[src/common/div_pkg.sv]
// ------------------------------------------------
// Divide unit package
// Data width, operation encoding and instruction tag
// shared by the pipelined divider and its testbench
// ------------------------------------------------
package div_pkg;

    // ------------------------------------------------
    // Widths
    // ------------------------------------------------
    localparam int XLEN               = 64;  // RV64 data width
    localparam int DEF_BITS_PER_STAGE = 2;   // Quotient bits per stage, must divide 32

    typedef logic [XLEN-1:0] xlen_t;

    // ------------------------------------------------
    // Operation encoding
    // ------------------------------------------------
    // Bit 0 marks unsigned, bit 1 remainder and bit 2 the
    // 32-bit word forms, so each property is a single bit
    typedef enum logic [2:0] {
        DIV   = 3'b000,
        DIVU  = 3'b001,
        REM   = 3'b010,
        REMU  = 3'b011,
        DIVW  = 3'b100,
        DIVUW = 3'b101,
        REMW  = 3'b110,
        REMUW = 3'b111
    } div_op_t;

    // Instruction identity carried down the pipeline
    typedef struct packed {
        logic [4:0] rd;       // Destination register
        logic [5:0] rob_idx;  // Reorder buffer slot
    } div_tag_t;

    // ------------------------------------------------
    // Operation properties
    // ------------------------------------------------

    // 32-bit word form
    function automatic logic op_is_w(div_op_t op);
        return op[2];
    endfunction

    // Signed operands
    function automatic logic op_is_signed(div_op_t op);
        return ~op[0];
    endfunction

    // Remainder rather than quotient
    function automatic logic op_is_rem(div_op_t op);
        return op[1];
    endfunction

endpackage

[src/divider/div_decode.sv]
// ------------------------------------------------
// Divider operand decode
// Turns the operation and raw operands into unsigned
// magnitudes, sign flags and the aligned array input
// ------------------------------------------------
module div_decode (
    input  div_pkg::div_op_t op_i,
    input  div_pkg::xlen_t   src1_i,           // Dividend
    input  div_pkg::xlen_t   src2_i,           // Divisor
    output div_pkg::xlen_t   dividend_o,       // Original dividend
    output div_pkg::xlen_t   aligned_o,        // Dividend magnitude, aligned for the array
    output div_pkg::xlen_t   divisor_o,        // Divisor magnitude
    output logic             div_zero_o,
    output logic             neg_quotient_o,
    output logic             neg_remainder_o
);

    import div_pkg::*;

    localparam int HALF = XLEN / 2;

    logic  op_w;
    logic  op_signed;
    logic  src1_neg;
    logic  src2_neg;
    xlen_t src1_mag;
    xlen_t src2_mag;

    assign op_w      = op_is_w(op_i);
    assign op_signed = op_is_signed(op_i);

    // Sign bit sits at 31 for word forms
    assign src1_neg = op_signed & (op_w ? src1_i[HALF-1] : src1_i[XLEN-1]);
    assign src2_neg = op_signed & (op_w ? src2_i[HALF-1] : src2_i[XLEN-1]);

    // Low half of the 64-bit negation is also the 32-bit magnitude
    assign src1_mag = src1_neg ? (~src1_i + 1'b1) : src1_i;
    assign src2_mag = src2_neg ? (~src2_i + 1'b1) : src2_i;

    assign dividend_o = src1_i;

    // Word dividend goes to the top so 32 array bits finish it
    assign aligned_o = op_w ? {src1_mag[HALF-1:0], {HALF{1'b0}}} : src1_mag;
    assign divisor_o = op_w ? {{HALF{1'b0}}, src2_mag[HALF-1:0]} : src2_mag;

    assign div_zero_o      = op_w ? ~|src2_i[HALF-1:0] : ~|src2_i;
    assign neg_quotient_o  = src1_neg ^ src2_neg;  // Both already gated by signedness
    assign neg_remainder_o = src1_neg;

endmodule

[config.mk]
export PLATFORM = sky130hd
export DESIGN_NAME = div_decode
export DESIGN_NICKNAME = d
export VERILOG_FILES = /design/src/common/div_pkg.sv /design/src/divider/div_decode.sv
export SDC_FILE = /design/constraint.sdc
export NUM_CORES = 1
export LEC_CHECK = 0
export BUFFER_PORTS_ARGS = -buffer_cell sky130_fd_sc_hd__buf_4
export CAP_MARGIN = 20
export CORE_AREA = 10 10 120 122
export DETAILED_ROUTE_END_ITERATION = 12
export DIE_AREA = 0 0 130 132
export PLACE_DENSITY = 0.73
export SETUP_SLACK_MARGIN = 0.15
export SYNTH_ARGS = -nofsm -noshare
export SYNTH_HDL_FRONTEND = slang
export SYNTH_SLANG_ARGS = --single-unit
[constraint.sdc]
create_clock -name vclk -period 2.8
set_input_delay 0.28 -clock vclk [all_inputs]
set_output_delay 0.28 -clock vclk [all_outputs]
set_load 0.02 [all_outputs]
==> run_results.csv <==
group,metric,value,unit
pwr,p_clk_share,0,%
outcome,status,"finished clean",
timing,fin_crit,2.72,ns
pwr,swShare,57.1,%
die,die_h,132,um
timing,grt_setup_unrepaired,"true",
routing,ant_nets,0,
run,max_cap_viol_count,0,
finish,area_growth,60.7,%
pwr,power,1.55,mW
pwr,ir_worst_vdd,0.138,mV
yosys,syn_inst,700,
setup_path,startpoint_type,"primary input",
grt,grt-ovfl-total,0,
setup_path,path_cells,"buf_6 > or4_4 > nor4_4 > nand4_4 > buf_8 > o41ai_4 > xor2_1 > mux2i_1 > buf_4",
grt,track_usage,24.6,%
finish,nClkBuffers,0,
routing,drc,0,
timing,slew_viol_final,0,
routing,dr.pass1.iters,7,
setup_path,cp-end-kind,"output port",
timing,worstMarginPinSlew,0.525,ns
yosys,synth.yosys.seq_area_share,0,%
die,rows,40,
pwr,intPower,664,uW
finish,postLayoutCoreUtil,60.4,%
pwr,power_density,215,nW/um2
routing,via_per_inst,5.65,
die,io_pins,326,
timing,setup_viol,0,
setup_path,required,2.52,ns
timing,fmax,368,MHz
routing,vias,6419,
min_path,hp-class,"primary input to output port",
place,placed_cells_incl_taps,1132,
finish,fin_cells,1137,
grt,antenna_found_initial,0,
pwr,p_comb_share,100.0,%
place,io_buffers,325,
setup_path,crit_type,"primary input to output port",
routing,routed_wl,23200,um
timing,slew_headroom,64.7,%
place,dp_hpwl,19700,um
finish,ff_latch_area,0,um2
timing,period_share,97.1,%
finish,final_nets,1125,
place,place.gp.congestion,0.920,
die,start_util,37.6,%
yosys,netlist_area,4470,um2
die,die-area,17200,um2
place,placed_area,6940,um2
pwr,p_leak,3.21,nW
routing,drt_iter0_markers,398,
setup_path,critPathArrivalTime,2.44,ns
grt,grt_pass1_vias,6238,
finish,seq_cell_count,0,
yosys,yosysWarnings,0,
timing,tns,0,ns
grt,grt_pass1_wl,34900,um
clock_tree,holdBufCountCts,0,
finish,fillers,1167,
finish,final_area,7190,um2
finish,drive_above_1_share,43.9,%
pwr,switchingPower,883,uW
yosys,avgSynthCellArea,6.39,um2
timing,hold_viol_final,0,
pwr,seq_power_share,0,%
finish,multiInputGateArea,4030,um2
die,coreArea,11900,um2
yosys,ys_types,58,
routing,avgRoutedWirePerCell,20.4,um
setup_path,path_max_fanout,7,
setup_path,max_stage_delay,0.57,ns
die,dieWidth,130,um
setup_path,crit_family,"simple AND/OR/NAND/NOR gates",
setup_path,crit_buf_inv,3,
grt,grt_max_degree,49,
yosys,syn_nets,833,
finish,antennaDiodeCount,0,
setup_path,cp_slowest_cell,"or4_4",
==> kinds of logic after synthesis <==
family,synth area share (%)
AO/OA/AOI/OAI,18.3
XOR/XNOR,22.3
adder cells (fa/ha/maj),0.559
buffers and inverters,14.4
multiplexers,4.73
AND/OR/NAND/NOR,39.7
==> power groups by stage <==
stage	Clock (mW)	Combinational [mW]	Sequential (mW)
after floorplan	0	0.814	0
after global placement	0	1.52	0
after detailed placement	0	1.52	0
after CTS	0	1.53	0
after global routing	0	1.65	0
final	0	1.55	0
==> Yosys cell counts, drive strengths merged, types with 3 or more instances <==
cell      n  area [um2]
nand2    41         154
xor2     40         350
buf      69         505
or2       3        18.8
nor2    123         462
o211ai    3        22.5
mux2i    20         200
a21oi    36         180
or3      17         106
and2     13        83.8
a41oi     8        70.1
clkbuf   27         101
o31ai    11        82.6
nor3     43         220
nand3    16        80.1
and3      3        18.8
xnor2    74         648
nor2b     5        31.3
inv       9        33.8
nand3b    4        30.0
o21ai    22         110
and4      4        35.0
or4      11        93.8
o41ai     8        92.6
nand4    11        90.1
nor4     32         292
a31oi    24         150
==> layout by cell type (no fill, tap or decap), types with 9 or more instances in the layout <==
cell       n
nor3_1    40
buf_4    381
nor4_1    20
mux2i_1   20
nor2_1   122
nand2_1   41
nand3_1   15
xor2_1    40
inv_1      9
xnor2_1   73
or3_1     16
nand4_1    9
a21oi_1   36
a31oi_1   24
o21ai_0   21
and2_1    12
==> final cells by class <==
cell class                 count  share of cell area, %
inverter                      10                  0.522
multi-input combinational    594                   56.1
timing repair buffer         386                   40.9
tap                          147                   2.56
==> timing repair <==
action	in CTS	in global routing
endpoints found under the setup margin	9	30
gates resized for setup	4	34
gates cloned	0	0
setup buffers	1	4
pin swaps	1	12
==> final timing paths <==
kind	start	slack (ns)	endpoint	cells after the start
worst min-delay path	src1_i[63]	0.79	dividend_o[63]	2
worst max-delay path	src1_i[10]	0.08	aligned_o[39]	9
==> through the flow <==
stage                     setup WS [ns]  hold slack (ns)
after floorplan                   0.254            0.673
after global placement           0.0247            0.792
after detailed placement         0.0341            0.791
after CTS                        0.0343            0.791
after global routing             0.0315            0.802
final                            0.0800            0.793
==> layer usage <==
layer | wire [um] | part of all wire [%] | GRT usage (%)
met5 | 0 | 0 | 0
met4 | 397 | 1.7 | 4.19
met3 | 2590 | 11 | 7.40
met2 | 11700 | 50 | 43.5
met1 | 8540 | 37 | 28.6
No activity file was read; power rests on OpenSTA's default activity.
